[config.mk]
export PLATFORM = sky130hd
export DESIGN_NAME = btb_resp_collect
export DESIGN_NICKNAME = d
export VERILOG_FILES = /design/src/btb_pkg.sv /design/src/btb_resp_collect.sv
export SDC_FILE = /design/constraint.sdc
export NUM_CORES = 1
export LEC_CHECK = 0
export BUFFER_PORTS_ARGS = -buffer_cell sky130_fd_sc_hd__buf_2
export CORE_AREA = 2 2 90 92
export DETAILED_ROUTE_END_ITERATION = 12
export DIE_AREA = 0 0 92 94
export PLACE_DENSITY_LB_ADDON = 0.05
export SLEW_MARGIN = 20
export SYNTH_ARGS = -nofsm -noshare
export SYNTH_HDL_FRONTEND = slang
export SYNTH_SLANG_ARGS = --single-unit
[constraint.sdc]
create_clock -name vclk -period 2.2
set_input_delay 0.44 -clock vclk [all_inputs]
set_output_delay 0.44 -clock vclk [all_outputs]
set_load 0.005 [all_outputs]
[src/btb_pkg.sv]
// btb package: widths, pc field positions and the stored entry and lru types
package btb_pkg;

    // ---------------------------------------------------------
    // geometry
    // four 2-byte slots per fetch block, two ways per slot
    localparam int NSLOTS     = 4;
    localparam int LOG_NSLOTS = 2;
    localparam int NWAYS      = 2;
    localparam int BTB_SETS   = 64;

    // ---------------------------------------------------------
    // widths
    localparam int PC_WIDTH        = 32;
    localparam int INDEX_WIDTH     = 6;
    localparam int TAG_WIDTH       = 8;
    localparam int ASID_WIDTH      = 8;
    localparam int PRED_INFO_WIDTH = 8;
    localparam int TARGET_WIDTH    = 16;

    // ---------------------------------------------------------
    // pc field positions
    // slot offset in pc[2:1], set index in pc[8:3]
    localparam int OFFSET_LSB = 1;
    localparam int INDEX_LSB  = 3;
    // two tag folds start here, pc[16:9] and pc[24:17]
    localparam int TAG_LSB    = 9;
    // target field is target pc[16:1]
    localparam int TARGET_LSB = 1;

    // one way of one slot, 32 bits
    typedef struct packed {
        logic [PRED_INFO_WIDTH-1:0] pred_info;
        logic [TAG_WIDTH-1:0]       tag;
        logic [TARGET_WIDTH-1:0]    target;
    } btb_entry_t;

    // one lru bit per slot of a set
    typedef logic [NSLOTS-1:0] lru_vec_t;

endpackage

[src/btb_resp_collect.sv]
// btb response collector: merges slot results with lru and finds the first hit from the offset
`timescale 1ns/100ps

module btb_resp_collect (
    // response cycle from the front end
    input  logic                                              resp_valid,
    input  logic [btb_pkg::LOG_NSLOTS-1:0]                    resp_offset,
    input  btb_pkg::lru_vec_t                                 resp_lru,

    // per-slot bank results
    input  logic [btb_pkg::NSLOTS-1:0]                        hit,
    input  logic [btb_pkg::NSLOTS-1:0]                        hit_way,
    input  logic [btb_pkg::NSLOTS-1:0][btb_pkg::PRED_INFO_WIDTH-1:0] pred_info,
    input  logic [btb_pkg::NSLOTS-1:0][btb_pkg::TARGET_WIDTH-1:0]    target,

    // per-slot outputs
    output logic [btb_pkg::NSLOTS-1:0]                        hit_by_slot,
    output logic [btb_pkg::NSLOTS-1:0][btb_pkg::PRED_INFO_WIDTH-1:0] pred_info_by_slot,
    output logic [btb_pkg::NSLOTS-1:0][btb_pkg::TARGET_WIDTH-1:0]    target_by_slot,
    output logic [btb_pkg::NSLOTS-1:0]                        lru_by_slot,

    // first predicted slot in the block
    output logic                                              first_hit_valid,
    output logic [btb_pkg::LOG_NSLOTS-1:0]                    first_hit_slot,
    output logic [btb_pkg::TARGET_WIDTH-1:0]                  first_hit_target
);

    import btb_pkg::*;

    logic                  found;
    logic [LOG_NSLOTS-1:0] found_slot;

    // ---------------------------------------------------------
    // per-slot merge
    assign hit_by_slot       = hit;
    assign pred_info_by_slot = pred_info;
    assign target_by_slot    = target;

    // hit reports its own way, miss keeps the stored bit
    always_comb begin
        for (int i = 0; i < NSLOTS; i++) begin
            lru_by_slot[i] = hit[i] ? hit_way[i] : resp_lru[i];
        end
    end

    // ---------------------------------------------------------
    // first hit search
    // walk down so the lowest qualifying slot is left last
    always_comb begin
        found      = 1'b0;
        found_slot = '0;
        for (int i = NSLOTS - 1; i >= 0; i--) begin
            if (hit[i] && (LOG_NSLOTS'(i) >= resp_offset)) begin
                found      = 1'b1;
                found_slot = LOG_NSLOTS'(i);
            end
        end
    end

    // only meaningful in the response cycle
    assign first_hit_valid  = resp_valid && found;
    assign first_hit_slot   = found_slot;
    assign first_hit_target = target[found_slot];

endmodule

# == After elaboration in Yosys (flattened, before gate mapping) ==
# Index checks and enable logic that the tools add are counted.
# totals
reg_bits,0
in_bits,111
out_inout_bits,123
# classes
n_lt_le_gt_ge,5
n_mux,14
reduce_logical,5
# op_table
cell,n
$bmux W16 S2,1
$mux W16,1
$mux W1,8
$mux W2,4
$logic_and A1 B1 Y1,5
$ge A1 B2 Y1 const A,2
$ge A2 B2 Y1 const A,2
$lt A2 B3 Y1 const B,1

# == Depth between registers and ports, before layout ==
# Gate-level depths: netlist (run 1).
# logic_depth
ltp_word,8
depth_mapped,7
ltp_nobuf,5

# == Worst setup path before layout (run 1) ==
# OpenSTA, ideal clock, no wires.
# synth_path
path_kind,input port to output port
from,in hit[0] (netlist bit)
to,out first_hit_target[0] (netlist bit)
t_arrival_ns,1.369
required_time_ns,1.760
slack_ns,0.391
path_stages,6
path_buffers,2
path_cell_list,nor2b_1 > a21oi_1 > o21ai_0 > buf_2 > buf_6 > mux2i_1
# synth_between
elab_chain_len,4
# synth_lines
element,line,text
from (decl),btb_resp_collect.sv:11,"input logic [btb_pkg::NSLOTS-1:0] hit,"
$logic_and A1 B1 Y1,btb_resp_collect.sv:53,if (hit[i] && (LOG_NSLOTS'(i) >= resp_offset)) begin
$mux W2,btb_resp_collect.sv:53,
$bmux W16 S2,btb_resp_collect.sv:63,assign first_hit_target = target[found_slot];
$mux W16 (implied by the code),btb_resp_collect.sv:63,
to (decl),btb_resp_collect.sv:25,output logic [btb_pkg::TARGET_WIDTH-1:0] first_hit_target
# Every way passes these cells. The select of a mux whose other input is x is not followed.

# == Worst setup path in the final report (run 1) ==
# layout_path
from,in resp_offset[0] (netlist bit)
to,out first_hit_target[14] (netlist bit)
# layout_between
elab_chain_len,8
# layout_lines
element,line,text
from (decl),btb_resp_collect.sv:7,"input logic [btb_pkg::LOG_NSLOTS-1:0] resp_offset,"
$ge A2 B2 Y1,btb_resp_collect.sv:53,
$logic_and A1 B1 Y1,btb_resp_collect.sv:53,
$mux W2 (3 in a row),btb_resp_collect.sv:53,
$mux W2 *,btb_resp_collect.sv:53,
$bmux W16 S2 *,btb_resp_collect.sv:63,
$mux W16 (implied by the code) *,btb_resp_collect.sv:63,
# Every way passes the cells marked *; elsewhere a longest branch is shown, timed or not. The select of a mux whose other input is x is not followed.

==> results of run 1 <==
==> logic make-up (layout without fill, tap and decap cells) <==
group,count (synthesis),in the layout,share of synthesized area
AND/OR/NAND/NOR,3,3,0.00973
multiplexers,52,52,0.371
AO/OA/AOI/OAI,9,9,0.0398
buffers and inverters,110,180,0.579
==> metal layers <==
metal | share of wire | up-vias
met1 | 0.30 | 578
met3 | 0.10 | 14
met5 | 0 | -
met2 | 0.59 | 105
met4 | 0.013 | 0
li1 | - | 623
==> through the flow <==
step / hold slack (ns) / std cells / area, um^2 / total power [mW]
global placement: 0.880 / 345 / 1660 / 0.411
floorplan: 0.961 / 174 / 1420 / 0.304
detailed placement: 0.880 / 345 / 1660 / 0.403
global route: 0.880 / 346 / 1680 / 0.445
CTS: 0.880 / 345 / 1660 / 0.405
finish: 0.880 / 346 / 1680 / 0.403
==> synth_stat cells <==
library cell    n  share of area
buf_4         100           0.53
mux2i_1        48           0.34
inv_1           5          0.013
a21oi_1         4          0.014
buf_6           4          0.032
mux2_2          4          0.032
o21ai_0         3          0.011
nor2_1          2         0.0053
buf_2           1         0.0035
nor2b_1         1         0.0044
o22ai_2         1         0.0088
o31a_1          1         0.0062
==> cell type report <==
| cell class | count | area share |
|---|---|---|
| Tap cell | 102 | 0.0758 |
| Inverter | 5 | 0.0111 |
| Multi-Input combinational cell | 64 | 0.360 |
| Timing Repair Buffer | 175 | 0.553 |
==> power by group <==
group          leakage, nW  internal [mW]  switching, mW
registers                0              0              0
clock network            0              0              0
logic                 1.08          0.224          0.179
==> worst max path at each step <==
stage | slack (ns) | cells after the start | from | to
3_3_place_gp | 0.15 | 8 | hit[2] | first_hit_target[7]
6_report | 0.14 | 8 | resp_offset[0] | first_hit_target[14]
2_1_floorplan | 0.39 | 6 | hit[0] | first_hit_target[0]
3_5_place_dp | 0.1 | 7 | resp_offset[1] | first_hit_target[15]
5_1_grt | 0.002 | 8 | hit[2] | first_hit_target[15]
4_1_cts | 0.1 | 7 | resp_offset[1] | first_hit_target[15]
==> timing repair <==
item / CTS / global route
setup endpoints to repair: 0 / 1
hold buffers: 0 / 0
endpoints found under the hold margin: 0 / 0
==> metrics.cfg, run 1 <==
[final_layout]
regArea_um2 = 0
area_delta_synth_final_pct = 19.0
fin_nets = 357
seq_cell_count = 0
layout_common_cells = buf_2 (170), mux2i_1 (48), inv_1 (5)
multi_input_area_um2 = 607
final_common_cell = buf_2
n_antenna_cell = 0
n_clock_buffer = 0
fillers = 865
drive_above_1_share = 0.742
final_util = 0.221

[timing]
setup_viol = 0
max_slew.worst_pin.slew_ns = 0.298
setup_ws_ns = 0.136
fmax_ghz = 0.484
finalHoldViolCount = 0
maxSlewHeadroom = 0.801
drv_slew = 0
timing.setup.tns_ns = 0
rsz0062_at_grt = false
period_needed_ns = 2.06
finalCritPeriodShare = 0.938

[routing]
drtPass1Iterations = 2
ant_nets = 0
vias = 1320
drcViolationCount = 0
viasPerCell = 3.82
wl_per_cell_um = 12.5
wl_mm = 4.33
drt_iter0_markers = 8

[yosys]
synth.net_count = 285
ys_warn_count = 0
syn_inst = 174
syn_avg_cell_area_um2 = 8.13
synth_area_mm2 = 0.00142
ys_seq_area_frac = 0
yosysUniqueCellTypes = 12

[worst_setup_path]
cpMaxStageDelayCell = o22ai_4
crit_type = input port to primary output
cp-end-kind = primary output
start_kind = input port
critPathBufInv = 4
crit_path_max_incr_delay_ns = 0.28
critical_path.top_delay_family = buffers and inverters
path_cells = buf_2 -> inv_1 -> a21oi_1 -> o22ai_4 -> clkbuf_16 -> mux2i_1 -> mux2i_1 -> buf_2
cp.required_ns = 1.76
cp_max_fo = 10
cp.arrival_ns = 1.62

[floorplanning]
core_mm2 = 0.00761
ioPinCount = 234
start_util = 0.186
fp-row-count = 32
die_w_um = 92
chipHeight_um = 94
dieArea_mm2 = 0.00865

[grt]
grt_use_total = 0.0820
grt-ovfl-total = 0
antenna_found_initial = 0
grt_pass1_wl_mm = 5.83
grt_max_degree = 22
grt_most_used_layer = met2
first_global_vias = 1203
grt_util_met1 = 0.0679
met3_usage = 0.0177
use_met2 = 0.184

[power_and_ir_drop]
peakVddDrop_mv = 0.0506
p_leak_nw = 1.08
powerDensity_mw_per_mm2 = 239

[min_path]
hold_depth = 0
min_delay_worst_endpoint = pred_info_by_slot[24]
hp-class = input port to primary output
worst_hold_startpoint = pred_info[24]

[job]
drv_cap = 0

[outcome]
status = finished clean

[clock_network]
ctsResizeCount = 0
postCtsSetupRepairBufs = 0

[place]
place_congestion = 0.670
post-place-ws_ns = 0.0997
portBuffers = 170
dp_hpwl_mm = 3.71

Note: power is estimated with default switching activity, not from simulation.
==> run 2: changes to the inputs <==
--- a/config.mk
+++ b/config.mk
@@ -10,6 +10,7 @@
 export DETAILED_ROUTE_END_ITERATION = 12
 export DIE_AREA = 0 0 92 94
 export PLACE_DENSITY_LB_ADDON = 0.05
+export RECOVER_POWER = 100
 export SLEW_MARGIN = 20
 export SYNTH_ARGS = -nofsm -noshare
 export SYNTH_HDL_FRONTEND = slang
==> constraint.sdc (replaced) <==
create_clock -name vclk -period 2.2
set_input_delay 0.22 -clock vclk [all_inputs]
set_output_delay 0.22 -clock vclk [all_outputs]
set_load 0.005 [all_outputs]
==> run 2 against run 1 <==
Via count about the same. Routed wire length down 2.5%. Critical path type unchanged. Combinational power down 7.4%. Final cell count shrank 0.58%. Count of clock-buffer cells in the layout stayed put. Highest routed layer unchanged. Hold slack worse by 0.44 ns. Total power decreased by 7.3%. Fmax up 8.5%. Critical path depth is 1 lower. Non-clock buffer count shrank 2. Sequential cell count unchanged.
==> metrics.cfg, run 2 (synthesis gave the netlist of run 1 again) <==
[outcome]
status = finished clean

[grt]
grt_pass1_wl_mm = 5.98
first_global_vias = 1220
antenna_found_initial = 0
grt-ovfl-total = 0
grt_use_total = 0.0839
grt_max_degree = 22

[worst_setup_path]
path_cells = clkbuf_1 -> nor2b_1 -> a21oi_1 -> o21ai_2 -> buf_12 -> mux2i_1 -> clkbuf_2
cp.arrival_ns = 1.68
cp-end-kind = primary output
start_kind = input port
cp.required_ns = 1.98
crit_type = input port to primary output
crit_path_max_incr_delay_ns = 0.51
cp_max_fo = 10
cpMaxStageDelayCell = o21ai_2

[routing]
vias = 1319
drcViolationCount = 0
wl_per_cell_um = 12.3
ant_nets = 0
viasPerCell = 3.83
drtPass1Iterations = 4
wl_mm = 4.22
drt_iter0_markers = 8

[power_and_ir_drop]
power_switching_mw = 0.176
p_sw_frac = 0.473
p_leak_nw = 0.910
p_comb_frac = 1.000
p_clk_frac = 0
peakVddDrop_mv = 0.0479
powerDensity_mw_per_mm2 = 236
sequentialPowerShare = 0
p_int_mw = 0.196

[floorplanning]
ioPinCount = 234
fp-row-count = 32
die_w_um = 92
start_util = 0.186
dieArea_mm2 = 0.00865
chipHeight_um = 94
core_mm2 = 0.00761

[final_layout]
regArea_um2 = 0
final_common_cell = buf_2
fin_nets = 355
n_antenna_cell = 0
n_clock_buffer = 0
finalInstanceArea_mm2 = 0.00158
seq_cell_count = 0
area_delta_synth_final_pct = 11.8
drive_above_1_share = 0.512
layout_common_cells = buf_2 (111), clkbuf_1 (54), mux2i_1 (48)

[min_path]
hp-class = input port to primary output
hold_depth = 0

[timing]
fmax_ghz = 0.525
timing.setup.tns_ns = 0
finalHoldViolCount = 0
period_needed_ns = 1.90
drv_slew = 0
finalCritPeriodShare = 0.865
setup_viol = 0
max_slew.worst_pin.slew_ns = 0.630
rsz0062_at_grt = false
maxSlewHeadroom = 0.580

[clock_network]
postCtsSetupRepairBufs = 0
postCtsHoldBufs = 0
ctsResizeCount = 0

[place]
place_area_mm2 = 0.00165
portBuffers = 170
dp_hpwl_mm = 3.79
place_congestion = 0.636

[job]
drv_cap = 0

==> run 2: per-layer routing <==
layer | vias to the layer above | share of wire | wire, um | track usage
li1 | 617 | - | - | -
met3 | 14 | 0.11 | 445 | 0.0128
met1 | 584 | 0.29 | 1210 | 0.0694
met4 | 0 | 0.013 | 55 | 0.0137
met5 | - | 0 | 0 | 0
met2 | 104 | 0.59 | 2510 | 0.199
==> run 2: worst max-delay path, delay by kind of cell <==
kind / cells / cell delay (ns)
AO/OA/AOI/OAI: 2 / 0.58
AND/OR/NAND/NOR: 1 / 0.19
buffers and inverters: 3 / 0.49
multiplexers: 1 / 0.19
==> run 2: stage by stage <==
step	setup WS, ns	hold slack [ns]	utilization	std cells	power [mW]
after detailed placement	0.265	0.440	0.217	344	0.400
after floorplan	0.831	0.521	-	174	0.304
after global routing	0.128	0.440	0.208	344	0.416
after global placement	0.287	0.440	0.217	344	0.410
final	0.296	0.440	0.208	344	0.373
after CTS	0.257	0.440	0.217	344	0.402
==> run 2: final timing paths <==
kind	start	to	slack, ns
setup / recovery	hit[0]	first_hit_target[4]	0.30
hold / removal	pred_info[24]	pred_info_by_slot[24]	0.44
==> run 2: power groups by stage <==
stage | clock [mW] | sequential, mW | combinational [mW]
after floorplan | 0 | 0 | 0.304
after global placement | 0 | 0 | 0.410
after detailed placement | 0 | 0 | 0.400
after CTS | 0 | 0 | 0.402
after global routing | 0 | 0 | 0.416
final | 0 | 0 | 0.373
==> run 2: final cells by class <==
cell class | count | area [um^2]
fill | 933 | 6020
inverter | 5 | 18.8
multi-input combinational | 64 | 607
tap | 102 | 128
timing repair buffer | 173 | 830
