<file path="src/btb_pkg.sv">
// btb package: widths, pc field positions and the stored entry and lru types
package btb_pkg;

    // ---------------------------------------------------------
    // geometry
    // four 2-byte slots per fetch block, two ways per slot
    localparam int NSLOTS     = 4;
    localparam int LOG_NSLOTS = 2;
    localparam int NWAYS      = 2;
    localparam int BTB_SETS   = 64;

    // ---------------------------------------------------------
    // widths
    localparam int PC_WIDTH        = 32;
    localparam int INDEX_WIDTH     = 6;
    localparam int TAG_WIDTH       = 8;
    localparam int ASID_WIDTH      = 8;
    localparam int PRED_INFO_WIDTH = 8;
    localparam int TARGET_WIDTH    = 16;

    // ---------------------------------------------------------
    // pc field positions
    // slot offset in pc[2:1], set index in pc[8:3]
    localparam int OFFSET_LSB = 1;
    localparam int INDEX_LSB  = 3;
    // two tag folds start here, pc[16:9] and pc[24:17]
    localparam int TAG_LSB    = 9;
    // target field is target pc[16:1]
    localparam int TARGET_LSB = 1;

    // one way of one slot, 32 bits
    typedef struct packed {
        logic [PRED_INFO_WIDTH-1:0] pred_info;
        logic [TAG_WIDTH-1:0]       tag;
        logic [TARGET_WIDTH-1:0]    target;
    } btb_entry_t;

    // one lru bit per slot of a set
    typedef logic [NSLOTS-1:0] lru_vec_t;

endpackage

</file>
<file path="src/btb_fetch_front.sv">
// btb fetch front: decodes lookups, runs the two-cycle update and the lru read-modify-write
`timescale 1ns/100ps

module btb_fetch_front (
    input  logic                                 CLK,
    input  logic                                 nRST,

    // lookup request
    input  logic                                 valid_req,
    input  logic [btb_pkg::PC_WIDTH-1:0]         pc_req,
    input  logic [btb_pkg::ASID_WIDTH-1:0]       asid,

    // update, first cycle
    input  logic                                 update0_valid,
    input  logic [btb_pkg::PC_WIDTH-1:0]         update0_pc,

    // update, second cycle
    input  logic [btb_pkg::PRED_INFO_WIDTH-1:0]  update1_pred_info,
    input  logic                                 update1_pred_lru,
    input  logic [btb_pkg::PC_WIDTH-1:0]         update1_target_pc,

    // bank read side
    output logic                                 bank_ren,
    output logic [btb_pkg::INDEX_WIDTH-1:0]      bank_rindex,
    output logic [btb_pkg::TAG_WIDTH-1:0]        resp_tag,

    // response cycle
    output logic                                 resp_valid,
    output logic [btb_pkg::LOG_NSLOTS-1:0]       resp_offset,
    output btb_pkg::lru_vec_t                    resp_lru,

    // bank write side
    output logic [btb_pkg::NSLOTS-1:0]           wr_slot_en,
    output logic [btb_pkg::INDEX_WIDTH-1:0]      wr_index,
    output logic                                 wr_way,
    output btb_pkg::btb_entry_t                  wr_entry
);

    import btb_pkg::*;

    // lookup decode
    logic [INDEX_WIDTH-1:0] req_index;
    logic [LOG_NSLOTS-1:0]  req_offset;
    logic [TAG_WIDTH-1:0]   req_tag;

    // update stage 0
    logic [INDEX_WIDTH-1:0] upd0_index;
    logic [LOG_NSLOTS-1:0]  upd0_slot;
    logic [TAG_WIDTH-1:0]   upd0_tag;

    // update stage 1
    logic                   upd1_valid;
    logic [INDEX_WIDTH-1:0] upd1_index;
    logic [LOG_NSLOTS-1:0]  upd1_slot;
    logic [TAG_WIDTH-1:0]   upd1_tag;
    lru_vec_t               upd1_old_lru;
    lru_vec_t               upd1_new_lru;

    // ---------------------------------------------------------
    // lookup request
    assign req_index  = pc_req[INDEX_LSB +: INDEX_WIDTH];
    assign req_offset = pc_req[OFFSET_LSB +: LOG_NSLOTS];

    btb_tag_hash u_req_hash (.pc(pc_req), .asid(asid), .tag(req_tag));

    // banks read straight off the request
    assign bank_ren    = valid_req;
    assign bank_rindex = req_index;

    always_ff @(posedge CLK, negedge nRST) begin
        if (!nRST) begin
            resp_valid <= 1'b0;
        end else begin
            resp_valid <= valid_req;
        end
    end

    // tag and offset follow into the response cycle
    always_ff @(posedge CLK) begin
        resp_tag    <= req_tag;
        resp_offset <= req_offset;
    end

    // ---------------------------------------------------------
    // update pipeline
    assign upd0_index = update0_pc[INDEX_LSB +: INDEX_WIDTH];
    assign upd0_slot  = update0_pc[OFFSET_LSB +: LOG_NSLOTS];

    // asid comes from the shared request port
    btb_tag_hash u_upd_hash (.pc(update0_pc), .asid(asid), .tag(upd0_tag));

    always_ff @(posedge CLK, negedge nRST) begin
        if (!nRST) begin
            upd1_valid <= 1'b0;
        end else begin
            upd1_valid <= update0_valid;
        end
    end

    always_ff @(posedge CLK) begin
        upd1_index <= upd0_index;
        upd1_slot  <= upd0_slot;
        upd1_tag   <= upd0_tag;
    end

    // swap in the new bit for the written slot only
    always_comb begin
        upd1_new_lru            = upd1_old_lru;
        upd1_new_lru[upd1_slot] = update1_pred_lru;
    end

    // ---------------------------------------------------------
    // lru copies
    // lookup copy, read at request time
    btb_ram #(.data_t(lru_vec_t), .DEPTH(BTB_SETS)) u_lru_lookup (
        .CLK(CLK), .nRST(nRST),
        .ren(valid_req), .rindex(req_index), .rdata(resp_lru),
        .wen(upd1_valid), .windex(upd1_index), .wdata(upd1_new_lru)
    );

    // update copy, read in stage 0, lands in stage 1
    btb_ram #(.data_t(lru_vec_t), .DEPTH(BTB_SETS)) u_lru_update (
        .CLK(CLK), .nRST(nRST),
        .ren(update0_valid), .rindex(upd0_index), .rdata(upd1_old_lru),
        .wen(upd1_valid), .windex(upd1_index), .wdata(upd1_new_lru)
    );

    // ---------------------------------------------------------
    // entry write
    // one-hot over slots, way is the predicted lru bit
    assign wr_slot_en = upd1_valid ? (NSLOTS'(1) << upd1_slot) : '0;
    assign wr_index   = upd1_index;
    assign wr_way     = update1_pred_lru;

    always_comb begin
        wr_entry.pred_info = update1_pred_info;
        wr_entry.tag       = upd1_tag;
        wr_entry.target    = update1_target_pc[TARGET_LSB +: TARGET_WIDTH];
    end

endmodule

</file>
<file path="src/btb_ram.sv">
// btb ram: one read port, one write port, registered read, flop array cleared on reset
`timescale 1ns/100ps

module btb_ram #(
    parameter type data_t = logic,
    parameter int  DEPTH  = 64
) (
    input  logic                     CLK,
    input  logic                     nRST,

    // read port
    input  logic                     ren,
    input  logic [$clog2(DEPTH)-1:0] rindex,
    output data_t                    rdata,

    // write port
    input  logic                     wen,
    input  logic [$clog2(DEPTH)-1:0] windex,
    input  data_t                    wdata
);

    data_t mem [DEPTH];

    // ---------------------------------------------------------
    // storage
    // whole array zeroed so early lookups are defined
    always_ff @(posedge CLK, negedge nRST) begin
        if (!nRST) begin
            for (int i = 0; i < DEPTH; i++) begin
                mem[i] <= '0;
            end
        end else if (wen) begin
            mem[windex] <= wdata;
        end
    end

    // ---------------------------------------------------------
    // read
    // same-edge write not forwarded, old data returned
    always_ff @(posedge CLK, negedge nRST) begin
        if (!nRST) begin
            rdata <= '0;
        end else if (ren) begin
            rdata <= mem[rindex];
        end
    end

endmodule

</file>
<file path="src/btb_tag_hash.sv">
// btb tag hash: folds two pc fields and the address-space id into a short tag
`timescale 1ns/100ps

module btb_tag_hash (
    input  logic [btb_pkg::PC_WIDTH-1:0]   pc,
    input  logic [btb_pkg::ASID_WIDTH-1:0] asid,
    output logic [btb_pkg::TAG_WIDTH-1:0]  tag
);

    import btb_pkg::*;

    logic [TAG_WIDTH-1:0] fold_lo;
    logic [TAG_WIDTH-1:0] fold_hi;

    // low fold just above the set index
    assign fold_lo = pc[TAG_LSB +: TAG_WIDTH];
    // next tag-width chunk up
    assign fold_hi = pc[TAG_LSB+TAG_WIDTH +: TAG_WIDTH];

    // asid mixed in so spaces alias less
    assign tag = fold_lo ^ fold_hi ^ asid;

endmodule

</file>
<file path="config.mk">
export PLATFORM = sky130hd
export DESIGN_NAME = btb_fetch_front
export DESIGN_NICKNAME = d
export VERILOG_FILES = /design/src/btb_pkg.sv /design/src/btb_fetch_front.sv /design/src/btb_ram.sv /design/src/btb_tag_hash.sv
export SDC_FILE = /design/constraint.sdc
export NUM_CORES = 1
export LEC_CHECK = 0
export ABC_AREA = 0
export BUFFER_PORTS_ARGS = -buffer_cell sky130_fd_sc_hd__buf_2
export CORE_AREA = 2 2 170 172
export DETAILED_ROUTE_END_ITERATION = 8
export DIE_AREA = 0 0 172 174
export PLACE_DENSITY_LB_ADDON = 0.3
export SETUP_SLACK_MARGIN = 0.1
export SLEW_MARGIN = 20
export SYNTH_ARGS = -nofsm -noshare
export SYNTH_HDL_FRONTEND = slang
export SYNTH_SLANG_ARGS = --single-unit
</file>
<file path="constraint.sdc">
create_clock -name CLK -period 2.5 [get_ports CLK]
set_input_delay 0.5 -clock CLK [delete_from_list [all_inputs] [get_ports CLK]]
set_output_delay 0.5 -clock CLK [all_outputs]
set_load 0.02 [all_outputs]
</file>
==> Word level (Yosys, flattened, before mapping) <==
Cells that the tools add are included.
Widths: inputs -> output; s select.
{ "totals": {"register_bits": 548, "inputBits": 117, "out_inout_bits": 65} }
{ "op_classes": {"n_bitwise": 7, "n_mux": 14, "n_shift": 1, "n_reduce_logical": 2, "n_lt_le_gt_ge": 6} }
{ "op_table": {"columns": ["cell", "n"], "rows": [
  ["$bwmux 256", 2],
  ["$bmux 4 s6", 2],
  ["$xor 8x8->8", 4],
  ["$demux 4 s6", 1],
  ["$mux 4", 6],
  ["$ge 7x7->1 const B", 3],
  ["$not 6->7", 3],
  ["$lt 7x1->1 const B", 1],
  ["$bwmux 4", 1],
  ["$shl 1x2->4 const A", 1],
  ["$lt 2x3->1 const B", 1],
  ["$demux 1 s2", 1],
  ["$ge 2x1->1 const B", 1],
  ["$logic_and 1x1->1", 2],
  ["$mux 1", 1]
]} }

==> Depth between registers and ports, before layout <==
{ "depth": {"word_depth": 6, "ltp_mapped": 9, "mapped_depth_nobuf": 6} }

==> Modules after synthesis <==
Synthesis repeated with hierarchy kept, for this count alone.
{ "hier_totals": {"hier_cells": 1817, "area_unflattened_um2": 25624.6} }
{ "by_module_without_submodules": {"columns": ["mod", "seq_area_each_um2", "area_each_um2", "n_inst", "cells_each"], "rows": [
  ["btb_ram", 6506.2, 12167.9, 2, 864],
  ["btb_fetch_front", 570.5, 908.4, 1, 73],
  ["btb_tag_hash", 0.0, 190.2, 2, 8]
]} }

==> Worst setup path after synthesis <==
Ideal clock, no wire load.
{ "synth_path": {"kind": "input port to flip-flop", "startpoint": "input port update0_pc[3] (netlist name)", "endpoint": "register u_lru_update.rdata[0] (netlist name)", "arrival_time_ps": 1789, "path_buffers": 2, "path_stages": 7, "setup_slack_ps": 572, "required_time_ps": 2361, "cell_sequence": "buf_6 -> buf_6 -> mux4_1 -> a211oi_1 -> a21oi_1 -> nand4_1 -> o221ai_1"} }
{ "synth_via": {"elab_chain_cells": 4} }
{ "synth_rtl": {"columns": ["item", "line_no", "rtl"], "rows": [
  ["from (decl)", "btb_fetch_front.sv:15", "input logic [btb_pkg::PC_WIDTH-1:0] update0_pc,"],
  ["$not 6->7 (not written as such)", "btb_ram.sv:44", "rdata <= mem[rindex];"],
  ["$bmux 4 s6", "btb_ram.sv:44", null],
  ["$mux 4 (not written as such) (2 in a row)", "btb_ram.sv:44", null],
  ["to (signal assigned)", "btb_ram.sv:44", null],
  ["to (decl)", "btb_ram.sv:14", "output data_t rdata,"]
]} }
No other way between the ends. The select of a mux whose other input is x is not followed.
A chain may end at the register's enable or synchronous reset.

==> Worst setup path in the final report <==
{ "layout_path": {"startpoint": "register upd1_slot[1]", "endpoint": "output port wr_slot_en[0] (netlist name)"} }
{ "layout_via": {"elab_chain_cells": 2} }
{ "layout_rtl": {"columns": ["item", "line_no", "rtl"], "rows": [
  ["from (decl)", "btb_fetch_front.sv:54", "logic [LOG_NSLOTS-1:0] upd1_slot;"],
  ["from (signal assigned)", "btb_fetch_front.sv:102", "upd1_slot <= upd0_slot;"],
  ["$shl 1x2->4", "btb_fetch_front.sv:131", "assign wr_slot_en = upd1_valid ? (NSLOTS'(1) << upd1_slot) : '0;"],
  ["$mux 4", "btb_fetch_front.sv:131", null],
  ["to (decl)", "btb_fetch_front.sv:33", "output logic [btb_pkg::NSLOTS-1:0] wr_slot_en,"]
]} }
No other way between the ends.

==> reports/metrics.cfg <==
[setup_path]
path_buf_inv=2
start_kind=flip-flop
crit_end=wr_slot_en[0]
crit_fanout=7
crit_path_cell_trace=inv_1, and3_1, buf_2
cpLargestDelayFamily=flip-flops
rr_worst_depth=6
cp.required_ns=2.00
critPathLaunch=upd1_slot[1]
cp.depth=3
cp_data_arrival_time_ns=1.58
cpPeakStageDelay_ns=0.51
slowest_stage=dfxtp_1
critPathKind=flip-flop to output port
end_kind=output port
reg2reg_to=u_lru_update.mem[233]
r2r_start=wr_index[2]
ff2ff_setup_slack_ns=0.42

[logic_synthesis]
synth_xor_area_share_pct=1.84
synth_edf_count=0
synth_largest_area_cell=dfrtp_1
yosysSeqAreaShare_pct=47.1
synthArstFlopShare_pct=91.1
synth_area_leaders=dfrtp_1 44%, mux2i_1 10%, mux4_2 7.5%, a21oi_1 4.5%, nand2_1 4.3%
synthMuxAreaShare_pct=19.9
synth_cells=1463
yosys.area_share.adder_pct=0
synth_compound_area_share_pct=13.7
syn_area_per_cell_um2=10.4
synth-simple-area-share_pct=12.3
synth_seq_cells=292
synth_cell_types=50
synth_top_area_share_pct=43.7
syn_area_um2=15200
ys_warn_count=0
synth_top_family_by_area=multiplexers
synth_nets=1580
yosys_most_used_dff=dfrtp_1

[grt]
grt_pass1_vias=12000
grt-ovfl-total=0
track_usage_pct=28.8
grt_max_degree=74
grt_pass1_wl_um=66500
grt_antenna_before_repair=0

[clock_network]
cts_tree=built
cts_setup_buffers=0
cts_buffers=34
htreeDepth=2
cts_buffer_depth=3
root_buffer=clkbuf_16
postCtsHoldBufs=1
clkTransAtPathRegs_ns=0.05
post_cts_resized=0
clock_latency_ns=0.51
clkSinkCount=292

[route]
first_pass_iters=6
post-route-drc-count=0
drt-total-wl_um=41800
wire_per_inst_um=21.1
drt-vias-per-instance=6.08
vias=12000
detail-route-antenna-nets=0
drt_iter0_drc=1191

[timing]
worst_pin_slew_ns=0.689
rsz0062_at_grt=no
relSlewSlack_pct=53.7
final.min_clock_period_ns=2.08
drv_slew=0
finalSetupViolCount=0
max_freq_mhz=481
setup_tns_ns=0
hold_viol=0
post-route-period-util_pct=83.1
finClkSkew_ns=0.0116

[place]
gp_congestion=0.878
dp_cells=1918
port-buffer-count=101
dp_hpwl_um=29600

[pwr]
power.density_nw_per_um2=797
p_leak_nw=7.49
ir_worst_vdd_mv=0.722

[floorplanning]
die_h_um=174
io_pins=182
chipWidth_um=172
design.die.area_um2=29900
core_um2=28200
initial_core_util_pct=54.0
placementRows=62

[job]
drv.max_cap_violation_count=0

[finish]
drive_above_1_share_pct=19.3
num-fill-cells=2327
seq_area_um2=7180
multi_input_area_um2=7320
nNetsFinal=1688
antenna_cells=0
synthToLayoutAreaGrowth_pct=15.3
fin_cells=1979

[min_path]
hold_start=update0_pc[2]
min_path_type=input pin to flip-flop

[run_status]
outcome=finished clean

[placed cells by master (no fill, tap or decap), types with 3 or more instances in the layout]
| master | count |
|---|---|
| dfrtp_1 | 266 |
| nand2_1 | 176 |
| nor2_1 | 170 |
| mux2i_1 | 152 |
| a21oi_1 | 138 |
| o21ai_0 | 116 |
| buf_2 | 98 |
| buf_4 | 70 |
| a22oi_1 | 58 |
| mux4_2 | 51 |
| clkbuf_16 | 35 |
| xnor2_1 | 32 |
| nand3_1 | 27 |
| dfxtp_1 | 26 |
| buf_12 | 19 |
| nor2b_1 | 17 |
| o21ai_1 | 14 |
| mux4_1 | 13 |
| nand4_1 | 8 |
| a221oi_1 | 7 |
| clkinv_2 | 7 |
| inv_1 | 6 |
| and3_1 | 6 |
| a211oi_1 | 6 |
| clkbuf_1 | 6 |
| nand2b_1 | 5 |
| nand4b_1 | 4 |
| nor3b_2 | 4 |
| and2_1 | 4 |
| a41oi_1 | 4 |
| a31oi_1 | 4 |
| clkbuf_8 | 4 |
| bufinv_16 | 4 |
| nand3b_1 | 3 |
| nor3_1 | 3 |
| o221ai_1 | 3 |
| a22o_1 | 3 |
| a2bb2oi_1 | 3 |
| inv_6 | 3 |
[synthesized netlist by cell type (all sizes together) (5+ instances only)]
cell,n
a211oi,8
a21oi,138
a221oi,7
a22oi,58
a31oi,6
and2,5
and3,6
buf,78
clkbuf,39
dfrtp,266
dfxtp,26
inv,6
mux2i,154
mux4,64
nand2,176
nand2b,5
nand3,27
nand4,8
nor2,171
nor2b,17
nor3b,5
o21ai,130
xnor2,32
[power breakdown]
part           switching, mW  internal (mW)
registers              0.622           5.52
clock network           2.00           3.11
logic                   1.51           1.25
total                   4.13           9.87
[sequential cells by signal, indices dropped and copies added, names as in the netlist]
register            cells
resp_tag                8
wr_index                6
u_lru_lookup.rdata      4
resp_offset             2
upd1_slot               2
resp_valid              1
upd1_tag                8
u_lru_update.mem      256
u_lru_update.rdata      4
upd1_valid              1
[metal layers]
layer	track usage [%]	vias to the layer above	routed length, um
met3	4.51	142	2850
met2	46.1	530	19700
met4	13.4	0	2220
li1	-	5473	-
met1	38.8	5887	17000
met5	0	-	0
[logic make-up after synthesis]
logic type | count (synthesis)
DFF | 292
buffers and inverters | 123
and+or+nand+nor | 436
muxes | 218
AOI/OAI and AO/OA | 362
xor gates and xnor gates | 32
[stage by stage]
stage	worst slack, ns	utilization, %	area (um^2)	hold slack [ns]	total power, mW
after floorplan	0.572	-	15200	0.204	7.97
after global routing	0.276	62.2	17600	0.0800	14.6
after global placement	0.0356	58.1	16400	0.420	8.77
final	0.422	62.2	17600	0.0864	14.0
after detailed placement	0.0164	58.1	16400	0.421	8.94
after CTS	0.421	62.2	17600	0.0768	14.1
[worst min path at each step]
stage	cells after the start	endpoint	slack [ns]
2_1_floorplan	0	resp_valid	0.20
3_3_place_gp	1	u_lru_update.mem[168]	0.42
3_5_place_dp	1	u_lru_update.mem[185]	0.42
4_1_cts	1	resp_offset[1]	0.08
5_1_grt	1	resp_offset[1]	0.08
6_report	1	upd1_slot[1]	0.09
[final cells by class]
| cell class | instances | area share [%] |
|---|---|---|
| inverters | 6 | 0.128 |
| clock inverters | 15 | 1.08 |
| flip-flops and latches | 292 | 40.9 |
| clock buffers | 45 | 5.43 |
| multi-input cells | 1048 | 41.7 |
| well taps | 384 | 2.73 |
| repair buffers | 189 | 8.09 |
(Power assumes the default switching activity.)
